===== config.mk =====
export PLATFORM = sky130hd
export DESIGN_NAME = dozeTop
export DESIGN_NICKNAME = d
export VERILOG_FILES = /design/src/dozePkg.sv /design/src/settleIf.sv /design/src/dozeTop.sv /design/src/dozeController.sv /design/src/clkSettleTimer.sv /design/src/wakeSourceMonitor.sv
export SDC_FILE = /design/constraint.sdc
export NUM_CORES = 1
export LEC_CHECK = 0
export ABC_CLOCK_PERIOD_IN_PS = 4500
export CAP_MARGIN = 10
export CORE_ASPECT_RATIO = 0.9
export CORE_MARGIN = 2
export CORE_UTILIZATION = 35
export CTS_CLUSTER_SIZE = 10
export DETAILED_ROUTE_END_ITERATION = 10
export DONT_BUFFER_PORTS = 1
export GPL_ROUTABILITY_DRIVEN = 0
export SLEW_MARGIN = 5
export SYNTH_ARGS = -nofsm -noshare
export SYNTH_HDL_FRONTEND = slang
export SYNTH_SLANG_ARGS = --single-unit

===== constraint.sdc =====
create_clock -name macLPClk -period 4.5 [get_ports macLPClk]
set_input_delay 0.9 -clock macLPClk [delete_from_list [all_inputs] [get_ports macLPClk]]
set_output_delay 0.9 -clock macLPClk [all_outputs]
set_load 0.005 [all_outputs]

===== src/dozePkg.sv =====
/*
  Shared types and constants for the doze sequencer.
  State encodings are 3 bits and the settle phase is 1 bit. The debug
  output and the bound checks depend on these widths.
  NUM_WAKE_SRC is fixed by the wake source wiring in the monitor.
*/

package dozePkg;

  //////////////////////////////
  // Wake sources
  //////////////////////////////

  // Listen interval, DTIM, ATIM over, absolute timer, register wake
  localparam int NUM_WAKE_SRC = 5;

  //////////////////////////////
  // Sequencer states
  //////////////////////////////

  typedef enum logic [2:0]
  {
    IDLE            = 3'd0,
    // Slow clock switch, settle running
    SWITCHTO32K     = 3'd1,
    // Single cycle, primary clocks go off
    SWITCHOFFCLK    = 3'd2,
    DOZE            = 3'd3,
    // Woken, software still holds the core
    WAITSWREQ       = 3'd4,
    SWITCHTOFASTCLK = 3'd5,
    // Waits for the clock controller
    SWITCHONCLK     = 3'd6
  } dozeStateE;

  //////////////////////////////
  // Settle direction
  //////////////////////////////

  typedef enum logic
  {
    TO_LP   = 1'b0,
    TO_FAST = 1'b1
  } settlePhaseE;

endpackage

===== src/settleIf.sv =====
/*
  Link between the doze controller and the clock settle timer.
  start is a single-cycle pulse, raised only while busy is low.
  phase is only meaningful in the cycle that carries start.
*/

interface settleIf;

  // Request pulse from the controller
  logic start;
  // Switch direction, qualified by start
  dozePkg::settlePhaseE phase;
  // Timer counting
  logic busy;
  // End of count pulse
  logic done;

  // Controller side
  modport ctrl
  (
    output start,
    output phase,
    input  busy,
    input  done
  );

  // Timer side
  modport timer
  (
    input  start,
    input  phase,
    output busy,
    output done
  );

endinterface


===== src/dozeTop.sv =====
/*
  Doze sequencer top level, single clock domain on macLPClk.
  All inputs must be synchronous to macLPClk.
  Soft reset is a synchronous clear, hard reset is asynchronous.
*/

module dozeTop
#(
  parameter int counterWidth = 8,
  parameter int toLpCycles   = 6,
  parameter int toFastCycles = 4
)
(
  input  logic                              macLPClk,
  input  logic                              macCoreClkHardRst_n,
  input  logic                              macCoreClkSoftRst_n,
  // Wake sources
  input  logic                              wakeupListenInterval_p,
  input  logic                              wakeupDTIM_p,
  input  logic                              atimWindowOver_p,
  input  logic                              absGenTimersInt,
  input  logic                              wakeUpFromDoze,
  input  logic [dozePkg::NUM_WAKE_SRC-1:0]  wakeEnMask,
  // MAC controller and registers
  input  logic                              moveToDoze_p,
  input  logic                              wakeUpSW,
  input  logic                              enableLPClkSwitch,
  input  logic                              activeClkGating,
  input  logic                              fastClkStable,
  input  logic [3:0]                        nextState,
  output logic                              dozeWakeUp_p,
  // Clock controller
  output logic                              macPriClkEn,
  output logic                              macSecClkEn,
  output logic                              platformWakeUp,
  output logic                              macLPClkSwitch,
  // Status and debug
  output logic [dozePkg::NUM_WAKE_SRC-1:0]  wakeCause,
  output dozePkg::dozeStateE                dozeState
);

  //////////////////////////////
  // Internal links
  //////////////////////////////

  logic wakeUp;
  logic armed;
  logic causeClr;

  settleIf settleBus ();

  //////////////////////////////
  // Instances
  //////////////////////////////

  wakeSourceMonitor uWakeSourceMonitor
  (
    .macLPClk               (macLPClk),
    .macCoreClkHardRst_n    (macCoreClkHardRst_n),
    .macCoreClkSoftRst_n    (macCoreClkSoftRst_n),
    .wakeupListenInterval_p (wakeupListenInterval_p),
    .wakeupDTIM_p           (wakeupDTIM_p),
    .atimWindowOver_p       (atimWindowOver_p),
    .absGenTimersInt        (absGenTimersInt),
    .wakeUpFromDoze         (wakeUpFromDoze),
    .wakeEnMask             (wakeEnMask),
    .armed                  (armed),
    .causeClr               (causeClr),
    .wakeUp                 (wakeUp),
    .wakeCause              (wakeCause)
  );

  // Settle durations come from the top parameters
  clkSettleTimer
  #(
    .counterWidth (counterWidth),
    .toLpCycles   (toLpCycles),
    .toFastCycles (toFastCycles)
  )
  uClkSettleTimer
  (
    .macLPClk            (macLPClk),
    .macCoreClkHardRst_n (macCoreClkHardRst_n),
    .macCoreClkSoftRst_n (macCoreClkSoftRst_n),
    .settle              (settleBus.timer)
  );

  dozeController uDozeController
  (
    .macLPClk            (macLPClk),
    .macCoreClkHardRst_n (macCoreClkHardRst_n),
    .macCoreClkSoftRst_n (macCoreClkSoftRst_n),
    .moveToDoze_p        (moveToDoze_p),
    .wakeUp              (wakeUp),
    .wakeUpSW            (wakeUpSW),
    .wakeUpFromDoze      (wakeUpFromDoze),
    .enableLPClkSwitch   (enableLPClkSwitch),
    .activeClkGating     (activeClkGating),
    .nextState           (nextState),
    .fastClkStable       (fastClkStable),
    .settle              (settleBus.ctrl),
    .armed               (armed),
    .causeClr            (causeClr),
    .dozeWakeUp_p        (dozeWakeUp_p),
    .macPriClkEn         (macPriClkEn),
    .macSecClkEn         (macSecClkEn),
    .platformWakeUp      (platformWakeUp),
    .macLPClkSwitch      (macLPClkSwitch),
    .dozeState           (dozeState)
  );

endmodule


===== src/dozeController.sv =====
/*
  Doze sequencer FSM on macLPClk.
  Clock enables are registered, one cycle behind the state.
  platformWakeUp, macLPClkSwitch and dozeWakeUp_p decode the current state.
  nextState equal to zero releases the core from DOZE or WAITSWREQ.
*/

module dozeController
(
  input  logic               macLPClk,
  input  logic               macCoreClkHardRst_n,
  input  logic               macCoreClkSoftRst_n,
  // MAC controller request
  input  logic               moveToDoze_p,
  // Masked wake level from the monitor
  input  logic               wakeUp,
  // Register controls
  input  logic               wakeUpSW,
  input  logic               wakeUpFromDoze,
  input  logic               enableLPClkSwitch,
  input  logic               activeClkGating,
  input  logic [3:0]         nextState,
  // Clock controller status
  input  logic               fastClkStable,
  settleIf.ctrl              settle,
  // To the monitor
  output logic               armed,
  output logic               causeClr,
  output logic               dozeWakeUp_p,
  output logic               macPriClkEn,
  output logic               macSecClkEn,
  output logic               platformWakeUp,
  output logic               macLPClkSwitch,
  output dozePkg::dozeStateE dozeState
);

  //////////////////////////////
  // State register
  //////////////////////////////

  dozePkg::dozeStateE stateCs;
  dozePkg::dozeStateE stateNs;

  logic swRelease;
  logic enterDoze;
  logic leaveDoze;
  logic gateState;

  always_ff @(posedge macLPClk or negedge macCoreClkHardRst_n)
  begin
    if (!macCoreClkHardRst_n)
      stateCs <= dozePkg::IDLE;
    else if (!macCoreClkSoftRst_n)
      stateCs <= dozePkg::IDLE;
    else
      stateCs <= stateNs;
  end

  //////////////////////////////
  // Transition conditions
  //////////////////////////////

  // Software moved the core back to IDLE
  assign swRelease = (nextState == 4'd0);

  // Timer must be free before a new settle is requested
  assign enterDoze = (stateCs == dozePkg::IDLE) && moveToDoze_p && !settle.busy;

  // Both exits towards the fast clock
  assign leaveDoze = !settle.busy &&
                     (((stateCs == dozePkg::DOZE) && ((wakeUp && !wakeUpSW) || swRelease)) ||
                      ((stateCs == dozePkg::WAITSWREQ) && swRelease));

  always_comb
  begin
    stateNs = stateCs;
    case (stateCs)
      dozePkg::IDLE:
        if (enterDoze)
          stateNs = dozePkg::SWITCHTO32K;
      // Wait for the slow clock to settle
      dozePkg::SWITCHTO32K:
        if (settle.done)
          stateNs = dozePkg::SWITCHOFFCLK;
      // One cycle only
      dozePkg::SWITCHOFFCLK:
        stateNs = dozePkg::DOZE;
      dozePkg::DOZE:
        // Software wants to see the wake first
        if (wakeUp && wakeUpSW && !swRelease)
          stateNs = dozePkg::WAITSWREQ;
        else if (leaveDoze)
          stateNs = dozePkg::SWITCHTOFASTCLK;
      dozePkg::WAITSWREQ:
        if (leaveDoze)
          stateNs = dozePkg::SWITCHTOFASTCLK;
      dozePkg::SWITCHTOFASTCLK:
        if (settle.done)
          stateNs = dozePkg::SWITCHONCLK;
      // Held here until the fast clock is stable
      dozePkg::SWITCHONCLK:
        if (fastClkStable)
          stateNs = dozePkg::IDLE;
      default:
        stateNs = dozePkg::IDLE;
    endcase
  end

  //////////////////////////////
  // Settle timer requests
  //////////////////////////////

  assign settle.start = enterDoze || leaveDoze;
  // Only IDLE times the slow clock switch
  assign settle.phase = (stateCs == dozePkg::IDLE) ? dozePkg::TO_LP : dozePkg::TO_FAST;

  //////////////////////////////
  // Wake monitor control
  //////////////////////////////

  // Old causes dropped at doze entry
  assign causeClr = enterDoze;
  assign armed    = (stateCs == dozePkg::DOZE) || (stateCs == dozePkg::WAITSWREQ);

  //////////////////////////////
  // Clock enables
  //////////////////////////////

  // States where the primary clocks may be off
  assign gateState = (stateCs == dozePkg::SWITCHOFFCLK) ||
                     (stateCs == dozePkg::DOZE) ||
                     (stateCs == dozePkg::WAITSWREQ);

  always_ff @(posedge macLPClk or negedge macCoreClkHardRst_n)
  begin
    if (!macCoreClkHardRst_n)
      macPriClkEn <= 1'b1;
    else if (!macCoreClkSoftRst_n)
      macPriClkEn <= 1'b1;
    // Register wake keeps the primary clocks running
    else if (activeClkGating)
      macPriClkEn <= !(gateState && !wakeUpFromDoze);
    else
      macPriClkEn <= 1'b1;
  end

  // Secondary clocks go off first and come back after the primary
  always_ff @(posedge macLPClk or negedge macCoreClkHardRst_n)
  begin
    if (!macCoreClkHardRst_n)
      macSecClkEn <= 1'b1;
    else if (!macCoreClkSoftRst_n)
      macSecClkEn <= 1'b1;
    else if (activeClkGating)
    begin
      if ((stateCs == dozePkg::SWITCHTO32K) || (stateCs == dozePkg::SWITCHOFFCLK))
        macSecClkEn <= 1'b0;
      else
        macSecClkEn <= macPriClkEn;
    end
    else
      macSecClkEn <= 1'b1;
  end

  //////////////////////////////
  // State decoded outputs
  //////////////////////////////

  assign platformWakeUp = !((stateCs == dozePkg::SWITCHOFFCLK) || (stateCs == dozePkg::DOZE));

  // LP clock selected only on the way down and in DOZE
  assign macLPClkSwitch = ((stateCs == dozePkg::SWITCHTO32K) ||
                           (stateCs == dozePkg::SWITCHOFFCLK) ||
                           (stateCs == dozePkg::DOZE)) ? enableLPClkSwitch : 1'b0;

  // Last SWITCHONCLK cycle
  assign dozeWakeUp_p = (stateCs == dozePkg::SWITCHONCLK) && fastClkStable;

  assign dozeState = stateCs;

endmodule


===== src/clkSettleTimer.sv =====
/*
  Down-counter timing clock switch settling in macLPClk cycles.
  toLpCycles and toFastCycles must be at least 1 and fit in counterWidth bits.
  done rises exactly N cycles after the edge that samples start.
  A start while busy reloads the count; the controller never does this.
*/

module clkSettleTimer
#(
  parameter int counterWidth = 8,
  parameter int toLpCycles   = 6,
  parameter int toFastCycles = 4
)
(
  input  logic    macLPClk,
  input  logic    macCoreClkHardRst_n,
  input  logic    macCoreClkSoftRst_n,
  settleIf.timer  settle
);

  //////////////////////////////
  // Count state
  //////////////////////////////

  logic [counterWidth-1:0] count;
  logic [counterWidth-1:0] loadVal;
  logic                    lastTick;
  logic                    doneReg;

  // Duration picked by the phase sampled with start
  assign loadVal = (settle.phase == dozePkg::TO_FAST) ? counterWidth'(toFastCycles)
                                                      : counterWidth'(toLpCycles);

  // Final counted cycle
  assign lastTick = (count == counterWidth'(1));

  always_ff @(posedge macLPClk or negedge macCoreClkHardRst_n)
  begin
    if (!macCoreClkHardRst_n)
      count <= '0;
    else if (!macCoreClkSoftRst_n)
      count <= '0;
    else if (settle.start)
      count <= loadVal;
    // Stops at zero and stays idle
    else if (count != '0)
      count <= count - counterWidth'(1);
  end

  //////////////////////////////
  // Status to the controller
  //////////////////////////////

  // Registered so done lands one cycle after the last count
  always_ff @(posedge macLPClk or negedge macCoreClkHardRst_n)
  begin
    if (!macCoreClkHardRst_n)
      doneReg <= 1'b0;
    else if (!macCoreClkSoftRst_n)
      doneReg <= 1'b0;
    else
      doneReg <= lastTick && !settle.start;
  end

  // High for the N loaded cycles
  assign settle.busy = (count != '0);
  assign settle.done = doneReg;

endmodule


===== src/wakeSourceMonitor.sv =====
/*
  Masks and combines the wake sources on macLPClk.
  All sources must already be synchronous to macLPClk.
  wakeUp is a registered level that follows the masked OR with one cycle of delay.
  Causes are sticky until causeClr and only captured while armed.
*/

module wakeSourceMonitor
(
  input  logic                              macLPClk,
  input  logic                              macCoreClkHardRst_n,
  input  logic                              macCoreClkSoftRst_n,
  // Timer unit sources
  input  logic                              wakeupListenInterval_p,
  input  logic                              wakeupDTIM_p,
  input  logic                              atimWindowOver_p,
  input  logic                              absGenTimersInt,
  // Register wake
  input  logic                              wakeUpFromDoze,
  input  logic [dozePkg::NUM_WAKE_SRC-1:0]  wakeEnMask,
  // From the doze controller
  input  logic                              armed,
  input  logic                              causeClr,
  output logic                              wakeUp,
  output logic [dozePkg::NUM_WAKE_SRC-1:0]  wakeCause
);

  //////////////////////////////
  // Source vector
  //////////////////////////////

  // Bit order matches wakeEnMask and wakeCause
  // 0 listen interval, 1 DTIM, 2 ATIM over, 3 abs timer, 4 register
  logic [dozePkg::NUM_WAKE_SRC-1:0] srcVec;
  logic [dozePkg::NUM_WAKE_SRC-1:0] enSrc;

  assign srcVec = {wakeUpFromDoze,
                   absGenTimersInt,
                   atimWindowOver_p,
                   wakeupDTIM_p,
                   wakeupListenInterval_p};

  // Disabled sources never reach the controller
  assign enSrc = srcVec & wakeEnMask;

  //////////////////////////////
  // Wake level
  //////////////////////////////

  always_ff @(posedge macLPClk or negedge macCoreClkHardRst_n)
  begin
    if (!macCoreClkHardRst_n)
      wakeUp <= 1'b0;
    else if (!macCoreClkSoftRst_n)
      wakeUp <= 1'b0;
    else
      wakeUp <= |enSrc;
  end

  //////////////////////////////
  // Sticky cause register
  //////////////////////////////

  always_ff @(posedge macLPClk or negedge macCoreClkHardRst_n)
  begin
    if (!macCoreClkHardRst_n)
      wakeCause <= '0;
    else if (!macCoreClkSoftRst_n)
      wakeCause <= '0;
    // Clear wins over a capture in the same cycle
    else if (causeClr)
      wakeCause <= '0;
    else if (armed)
      wakeCause <= wakeCause | enSrc;
  end

endmodule


==> results.sh, run 1 <==
export IMPL_status="completed"
export IMPL_worstSetupStartpointType="flip-flop"
export IMPL_utilization=0.3914
export IMPL_p_leak_nw=0.5001
export IMPL_rsz0062_at_grt="no"
export IMPL_cts_tree="done"
export IMPL_worst_slew_pin_slew_ps=533.5
export IMPL_nNetsFinal=135
export IMPL_setup_tns_final_ps=0
export IMPL_postRouteAntennaNets=0
export IMPL_synthCells=111
export IMPL_r2r_start="uClkSettleTimer.count[0]$_DFFE_PN0P_"
export IMPL_yosysMostFrequentCell="dfrtp_1"
export IMPL_start_util=0.3647
export IMPL_core_um2=3043
export IMPL_synth_seq_cells=20
export IMPL_grt_overflow=0
export IMPL_drt_iter0_markers=67
export IMPL_via_per_inst=5.763
export IMPL_synth_area_top_cells="dfrtp_1 (41%), dfstp_2 (4.7%), nor2_1 (3.7%)"
export IMPL_syn_area_um2=1110
export IMPL_clkSinkCount=20
export IMPL_postCtsHoldBufs=0
export IMPL_io_pins=35
export IMPL_dp_cells=148
export IMPL_cp_max_fo=12
export IMPL_antenna_found_initial=0
export IMPL_end_kind="primary output"
export IMPL_wl_per_cell_um=16.89
export IMPL_grt_use_total=0.1481
export IMPL_ys_seq_area_frac=0.4532
export IMPL_syn_nets=135
export IMPL_worstPathArrival_ps=1340
export IMPL_skew_ps=11.34
export IMPL_die_x_um=63.36
export IMPL_rows=19
export IMPL_hold_viol_final=0
export IMPL_grt_start_max_net_pins=21
export IMPL_powerDensity_nw_per_um2=585.5
export IMPL_period_needed_ps=2245
export IMPL_vdd_ir_drop_worst_mv=0.3177
export IMPL_fmax_mhz=445.5
export IMPL_ys_warn_count=0
export IMPL_fillers=334
export IMPL_drive_gt1_frac=0.1000
export IMPL_timing_hold_ws_ps=255.5
export IMPL_portBuffers=0
export IMPL_required_ps=3600
export IMPL_h_tree_depth=1
export IMPL_totalWireLength_um=2568
export IMPL_synth_edf_count=0
export IMPL_setup_ws_ps=2255
export IMPL_synthFlopType="dfrtp_1"
export IMPL_slew_headroom=0.6393
export IMPL_crit_type="flip-flop to primary output"
export IMPL_r2r_slack_ps=2350
export IMPL_synth_commonest_cells="dfrtp_1 (18), nor2_1 (11), nand2_1 (9)"
export IMPL_die_height_um=57.42
export IMPL_die_area_um2=3638
export IMPL_async_flop_share=1.000
export IMPL_grt_pass1_wl_um=4174
export IMPL_fin_crit_sh=0.4988
export IMPL_drc_errors=0
export IMPL_pre_cts_slack_ps=2217
export IMPL_postCtsSetupRepairBufs=0
export IMPL_root_buffer="clkbuf_4"
export IMPL_p_total_mw=0.6974
export IMPL_maxCapViolCount=0
export IMPL_via_count=876
export IMPL_cts_path_max_buffers=2
export IMPL_dpl_hpwl_um=1883
export IMPL_insertion_delay_ps=310
export IMPL_drt_pass1_iter_count=4
export IMPL_yosysTopAreaCell="dfrtp_1"
export IMPL_hp_class="primary input to async pin"
export IMPL_cts_repair_resized=0
export IMPL_reg2regPathDepth=6
export IMPL_path_clk_slew_ps=130
export IMPL_grt_pass1_vias=886
export IMPL_fin_cells=152
export IMPL_diodes=0
export IMPL_synth_distinct_cells=45
export IMPL_regToRegEndpoint="uDozeController.dozeState[2]$_DFFE_PN0P_"
export IMPL_fin_area_um2=1191
export IMPL_finalMaxSlewViolations=0
export IMPL_avgSynthCellArea_um2=9.998
export IMPL_area_delta_synth_final_pct=7.328
export IMPL_setup_viol=0
export IMPL_synth_top_cell_area_share=0.4059
export IMPL_cts_buffers=3
export IMPL_place_area_um2=1139
logic make-up (layout without fill, tap and decap cells):
| kind of cell | count (synthesis) | in the layout | share of synthesized area |
|---|---|---|---|
| and+or+nand+nor | 50 | 50 | 0.2638 |
| AOI/OAI and AO/OA | 25 | 25 | 0.1804 |
| DFF | 20 | 20 | 0.4532 |
| buffers and inverters | 8 | 7 | 0.03156 |
| xor gates and xnor gates | 5 | 5 | 0.03946 |
| adders and majority gates | 2 | 2 | 0.02254 |
| muxes | 1 | 1 | 0.009020 |
where the power goes:
group / switching (mW) / total [mW] / internal [mW]
clock: 0.0611 / 0.151 / 0.0901
sequential: 0.0550 / 0.272 / 0.217
combinational: 0.144 / 0.274 / 0.131
total: 0.260 / 0.697 / 0.438
registers in the layout, indices dropped and copies added (netlist names):
name                          flops
uClkSettleTimer.settle.done       1
uDozeController.macPriClkEn       1
uDozeController.dozeState         3
uDozeController.macSecClkEn       1
uWakeSourceMonitor.wakeUp         1
uClkSettleTimer.count             8
uWakeSourceMonitor.wakeCause      5
final cells by class:
type / count / area, um^2 / area share
sequential: 20 / 503.0 / 0.4223
clock inverter: 1 / 30.03 / 0.02521
clock buffer: 3 / 22.52 / 0.01891
inverter: 3 / 11.26 / 0.009454
tap: 42 / 52.55 / 0.04412
multi-input combinational: 83 / 571.8 / 0.4800
metal layers:
layer | wire length [um] | vias to the layer above | part of all wire | global-route usage
li1 | - | 415 | - | -
met1 | 1160 | 426 | 0.45 | 0.1866
met2 | 1175 | 33 | 0.46 | 0.2376
met3 | 214 | 2 | 0.083 | 0.06114
met4 | 17 | 0 | 0.0066 | 0.03727
met5 | 0 | - | 0 | 0
layout by cell type (no fill, tap or decap), drive strengths merged, types with 2 or more instances in the layout:
cell type  count
nor2b          3
nor3           7
a2111oi        2
clkbuf         3
dfstp          2
a41oi          2
o21ai          3
inv            3
or4            3
nand2b         2
nor4b          2
dfrtp         18
nor2          11
a31oi          5
xnor2          4
nor3b          2
ha             2
nand2         10
o311a          2
nand3          3
worst max-delay path: stages, from the launching register on:
cell,delay (ps)
dfrtp_1,580
nor2b_1,250
nor2b_1,190
worst max path at each step:
| stage | startpoint | to | slack (ps) | depth (start not counted) |
|---|---|---|---|---|
| global route | uDozeController.dozeState[1]$_DFFE_PN0P_ | dozeWakeUp_p | 2120 | 2 |
| CTS | uDozeController.dozeState[1]$_DFFE_PN0P_ | dozeWakeUp_p | 2240 | 2 |
| global placement | nextState[1] | uDozeController.dozeState[0]$_DFFE_PN0P_ | 2300 | 4 |
| floorplan | nextState[1] | uDozeController.dozeState[0]$_DFFE_PN0P_ | 2320 | 4 |
| detailed placement | nextState[1] | uDozeController.dozeState[2]$_DFFE_PN0P_ | 2220 | 4 |
| finish | uDozeController.dozeState[1]$_DFFE_PN0P_ | dozeWakeUp_p | 2260 | 2 |
(Power assumes the default switching activity.)
==> run 2: changes to the inputs <==
--- a/config.mk
+++ b/config.mk
@@ -5,7 +5,7 @@
 export SDC_FILE = /design/constraint.sdc
 export NUM_CORES = 1
 export LEC_CHECK = 0
-export ABC_CLOCK_PERIOD_IN_PS = 4500
+export ABC_CLOCK_PERIOD_IN_PS = 2000
 export CAP_MARGIN = 10
 export CORE_ASPECT_RATIO = 0.9
 export CORE_MARGIN = 2
==> constraint.sdc (replaced) <==
create_clock -name macLPClk -period 2 [get_ports macLPClk]
set_input_delay 0.4 -clock macLPClk [delete_from_list [all_inputs] [get_ports macLPClk]]
set_output_delay 0.4 -clock macLPClk [all_outputs]
set_load 0.005 [all_outputs]
==> run 2 against run 1 <==
  * Register-to-register slack lost 2100 ps
  * Global-route usage shrank 0.091 points
  * Sequential share of layout area is 1.9 points lower
  * Die area did not move
  * Clock skew grew 2.0 ps
  * Largest power group unchanged
==> results.sh, run 2 (same netlist as run 1, synthesis figures left out) <==
export IMPL_slowest_delay_ps=430
export IMPL_setup_tns_final_ps=0
export IMPL_cts_buffers=3
export IMPL_drt_iter0_markers=51
export IMPL_h_tree_depth=1
export IMPL_die_area_um2=3638
export IMPL_totalWireLength_um=2514
export IMPL_dp_cells=154
export IMPL_hold_viol_final=0
export IMPL_slowest_stage="dfrtp_1"
export IMPL_fin_crit_sh=0.8998
export IMPL_r2r_slack_ps=200
export IMPL_end_kind="flip-flop"
export IMPL_worstSetupStartpointType="flip-flop"
export IMPL_worstPathArrival_ps=1990
export IMPL_largest_reg_flops=8
export IMPL_die_height_um=57.42
export IMPL_wl_per_cell_um=15.81
export IMPL_crit_type="flip-flop to flip-flop"
export IMPL_io_pins=35
export IMPL_worst_slew_pin_slew_ps=916.7
export IMPL_p_total_mw=1.650
export IMPL_diodes=0
export IMPL_postCtsSetupRepairBufs=0
export IMPL_fmax_mhz=555.7
export IMPL_maxCapViolCount=0
export IMPL_mostFrequentLayoutCells="dfrtp_1 (18), nor2_1 (11), nand2_1 (9)"
export IMPL_regToRegEndpoint="uClkSettleTimer.count[1]$_DFFE_PN0P_"
export IMPL_path_clk_slew_ps=130
export IMPL_fin_area_um2=1246
export IMPL_max_flop_register="uClkSettleTimer.count"
export IMPL_hp_class="primary input to flip-flop"
export IMPL_postCtsHoldBufs=1
export IMPL_drc_errors=0
export IMPL_dpl_hpwl_um=1897
export IMPL_rows=19
export IMPL_start_util=0.3647
export IMPL_root_buffer="clkbuf_4"
export IMPL_drt_pass1_iter_count=4
export IMPL_worstPathCellList="inv_1, ha_1, nor3b_2, nand2_2, and3b_1, a2111oi_1"
export IMPL_grt_overflow=0
export IMPL_grt_pass1_wl_um=4146
export IMPL_p_leak_nw=0.5342
export IMPL_via_count=899
export IMPL_cts_tree="done"
export IMPL_rsz0062_at_grt="no"
export IMPL_antenna_found_initial=0
export IMPL_insertion_delay_ps=320
export IMPL_nNetsFinal=142
export IMPL_grt_start_max_net_pins=21
export IMPL_r2r_start="uClkSettleTimer.count[0]$_DFFE_PN0P_"
export IMPL_status="completed"
export IMPL_core_um2=3043
export IMPL_drive_gt1_frac=0.1453
export IMPL_final_common_cell="dfrtp_1"
export IMPL_clkSinkCount=20
export IMPL_postRouteAntennaNets=0
export IMPL_endpoint="uClkSettleTimer.count[1]$_DFFE_PN0P_"
export IMPL_vdd_ir_drop_worst_mv=0.5723
export IMPL_grt_pass1_vias=917
export IMPL_required_ps=2190
export IMPL_slew_headroom=0.3869
export IMPL_startpoint="uClkSettleTimer.count[0]$_DFFE_PN0P_"
export IMPL_cp_max_fo=9
export IMPL_powerDensity_nw_per_um2=1324
export IMPL_cts_path_max_buffers=2
export IMPL_setup_viol=0
export IMPL_die_x_um=63.36
export IMPL_period_needed_ps=1800
export IMPL_portBuffers=0
export IMPL_fin_cells=159
export IMPL_reg2regPathDepth=6
export IMPL_area_delta_synth_final_pct=12.29
export IMPL_via_per_inst=5.654
export IMPL_place_area_um2=1184
export IMPL_cts_repair_resized=0
export IMPL_finalMaxSlewViolations=0
export IMPL_grt_use_total=0.1472
export IMPL_skew_ps=13.34
-- run 2: worst max-delay path: cells and delay by family, from the launching register on --
family / cells / cell delay, ps
AO/OA/AOI/OAI: 1 / 400
adder cells (fa/ha/maj): 1 / 230
buffers and inverters: 1 / 80
flip-flops: 1 / 430
AND/OR/NAND/NOR: 3 / 540
-- run 2: through the flow --
step / util / hold slack, ps / setup WS (ps)
2_1_floorplan: - / 104.4 / 240.1
3_3_place_gp: 0.3890 / 104.8 / 216.7
3_5_place_dp: 0.3890 / 104.9 / 222.3
4_1_cts: 0.4095 / 126.6 / 190.8
5_1_grt: 0.4095 / 109.8 / 27.48
6_report: 0.4095 / 128.7 / 200.4
-- run 2: worst min-delay path by stage --
stage	start	end	slack, ps	cells past startpoint
floorplan	macCoreClkHardRst_n	uClkSettleTimer.count[0]$_DFFE_PN0P_	100	0
global placement	macCoreClkHardRst_n	uWakeSourceMonitor.wakeCause[2]$_DFFE_PN0P_	100	0
detailed placement	macCoreClkHardRst_n	uWakeSourceMonitor.wakeCause[3]$_DFFE_PN0P_	100	0
CTS	macCoreClkSoftRst_n	uDozeController.macSecClkEn$_DFF_PN1_	130	1
global route	macCoreClkSoftRst_n	uDozeController.macSecClkEn$_DFF_PN1_	110	1
finish	macCoreClkSoftRst_n	uDozeController.macSecClkEn$_DFF_PN1_	130	1
-- run 2: final cells by class --
cell class,count,area (um^2)
flip-flops and latches,20,503.0
inverters,3,11.26
multi-input cells,83,571.8
repair buffers,7,55.05
fillers,309,1797
well taps,42,52.55
clock buffers,3,22.52
clock inverters,1,30.03
-- run 2: power breakdown --
part           internal, mW  leakage, nW  switching (mW)
Clock                 0.203       0.0279           0.135
Sequential            0.488        0.264           0.124
Combinational         0.362        0.242           0.339
Total                  1.05        0.534           0.597
-- run 2: per-layer routing --
layer,global-route usage,vias to the layer above,wire (um)
met1,0.1888,428,1163
met4,0.05590,0,40
met5,0,-,0
met2,0.2271,36,1084
met3,0.05523,5,226
li1,-,430,-
==> run 3: changes to the inputs <==
--- a/config.mk
+++ b/config.mk
@@ -7,7 +7,7 @@
 export LEC_CHECK = 0
 export ABC_CLOCK_PERIOD_IN_PS = 2000
 export CAP_MARGIN = 10
-export CORE_ASPECT_RATIO = 0.9
+export CORE_ASPECT_RATIO = 0.75
 export CORE_MARGIN = 2
 export CORE_UTILIZATION = 35
 export CTS_CLUSTER_SIZE = 10
==> run 3 against run 2 <==
  * Critical path depth is the same
  * Non-clock buffer count up 1
  * Global-route usage increased by 2.5 points
  * Utilization is 2.1 points higher
  * Sequential cell count unchanged
==> results.sh, run 3 (same netlist as run 1, synthesis figures left out) <==
export IMPL_rsz0062_at_grt="no"
export IMPL_totalWireLength_um=2714
export IMPL_drt_iter0_markers=53
export IMPL_end_kind="flip-flop"
export IMPL_mostFrequentLayoutCells="dfrtp_1 (18), nor2_1 (11), nand2_1 (8)"
export IMPL_fillers=298
export IMPL_slew_headroom=0.3880
export IMPL_pre_cts_slack_ps=164.2
export IMPL_grt_start_max_net_pins=21
export IMPL_p_total_mw=1.775
export IMPL_hold_viol_final=0
export IMPL_crit_type="flip-flop to flip-flop"
export IMPL_drc_errors=0
export IMPL_maxCapViolCount=0
export IMPL_setup_viol=0
export IMPL_start_util=0.3727
export IMPL_finalMaxSlewViolations=0
export IMPL_wl_per_cell_um=17.40
export IMPL_root_buffer="clkbuf_8"
export IMPL_dpl_hpwl_um=2038
export IMPL_worstPathArrival_ps=2010
export IMPL_period_needed_ps=1804
export IMPL_timing_hold_ws_ps=194.5
export IMPL_skew_ps=4.826
export IMPL_worstSetupStartpointType="flip-flop"
export IMPL_path_clk_slew_ps=80
export IMPL_io_pins=35
export IMPL_grt_pass1_vias=995
export IMPL_diodes=0
export IMPL_cts_path_max_buffers=2
export IMPL_required_ps=2210
export IMPL_area_delta_synth_final_pct=15.45
export IMPL_die_x_um=69.02
export IMPL_max_flop_register="uClkSettleTimer.count"
export IMPL_p_leak_nw=0.5502
export IMPL_h_tree_depth=1
export IMPL_postRouteAntennaNets=0
export IMPL_grt_overflow=0
export IMPL_final_common_cell="dfrtp_1"
export IMPL_fmax_mhz=554.4
export IMPL_worst_slew_pin_slew_ps=915.0
export IMPL_cts_buffers=3
export IMPL_antenna_found_initial=0
export IMPL_drive_gt1_frac=0.1780
export IMPL_multi_input_area_um2=585.6
export IMPL_grt_pass1_wl_um=4678
export IMPL_clkSinkCount=20
export IMPL_cts_tree="done"
export IMPL_setup_ws_ps=196.1
export IMPL_portBuffers=0
export IMPL_status="completed"
export IMPL_insertion_delay_ps=260
export IMPL_largest_reg_flops=8
export IMPL_nNetsFinal=143
export IMPL_via_count=937
export IMPL_cp_max_fo=9
export IMPL_hp_class="primary input to flip-flop"
export IMPL_vdd_ir_drop_worst_mv=0.4971
export IMPL_core_um2=2978
export IMPL_drt_pass1_iter_count=4
export IMPL_grt_use_total=0.1724
export IMPL_seqCellArea_um2=503.0
export IMPL_die_area_um2=3642
export IMPL_fin_crit_sh=0.9019
export IMPL_via_per_inst=6.006
export IMPL_powerDensity_nw_per_um2=1386
export IMPL_rows=17
export IMPL_die_height_um=52.77
export IMPL_setup_tns_final_ps=0
run 3: final cells by class:
class	instances	share of cell area
clock buffers	3	0.03223
inverters	3	0.008789
multi-input cells	83	0.4570
flip-flops and latches	20	0.3926
repair buffers	8	0.04883
well taps	38	0.03711
clock inverters	1	0.02344
run 3: routing by layer:
| metal | track usage | wire length (um) | share of wire |
|---|---|---|---|
| met5 | 0 | 0 | 0 |
| met4 | 0.07190 | 47 | 0.017 |
| met3 | 0.06346 | 206 | 0.076 |
| met2 | 0.2532 | 1200 | 0.44 |
| met1 | 0.2288 | 1260 | 0.46 |
run 3: critical path, stage by stage, from the launching register on:
cell and delay (ps):
dfrtp_1 430, inv_1 100, ha_1 200, nor3b_2 250
nand2_2 90, and3b_1 460, o311a_1 220
run 3: power breakdown:
| group | switching, mW | internal (mW) | total (mW) | leakage [nW] |
|---|---|---|---|---|
| Combinational | 0.371 | 0.381 | 0.752 | 0.250 |
| Sequential | 0.124 | 0.488 | 0.613 | 0.264 |
| Clock | 0.143 | 0.267 | 0.410 | 0.0357 |
run 3: what timing repair did:
item,4_1_cts,5_1_grt
gates resized for setup,0,3
hold endpoints to repair,20,0
setup buffers,0,0
hold buffers,1,0
setup endpoints to repair,0,6
run 3: final timing paths:
path | cells after the start | startpoint | end | slack [ps]
setup / recovery | 6 | uClkSettleTimer.count[0]$_DFFE_PN0P_ | uDozeController.dozeState[2]$_DFFE_PN0P_ | 200
hold / removal | 1 | macCoreClkSoftRst_n | uDozeController.macSecClkEn$_DFF_PN1_ | 190
setup reg to reg | 6 | uClkSettleTimer.count[0]$_DFFE_PN0P_ | uDozeController.dozeState[2]$_DFFE_PN0P_ | 200
hold reg to reg | 2 | uDozeController.macPriClkEn$_DFF_PN1_ | uDozeController.macSecClkEn$_DFF_PN1_ | 530
max in group asynchronous | 1 | macCoreClkHardRst_n | uDozeController.dozeState[1]$_DFFE_PN0P_ | 730
min in group asynchronous | 1 | macCoreClkHardRst_n | uClkSettleTimer.count[7]$_DFFE_PN0P_ | 710
run 3: through the flow:
step,utilization,std cells,instance area [um^2]
after global placement,0.3983,151,1186
after global routing,0.4303,156,1281
final,0.4303,156,1281
after floorplan,-,111,1110
after CTS,0.4256,156,1267
after detailed placement,0.3983,151,1186
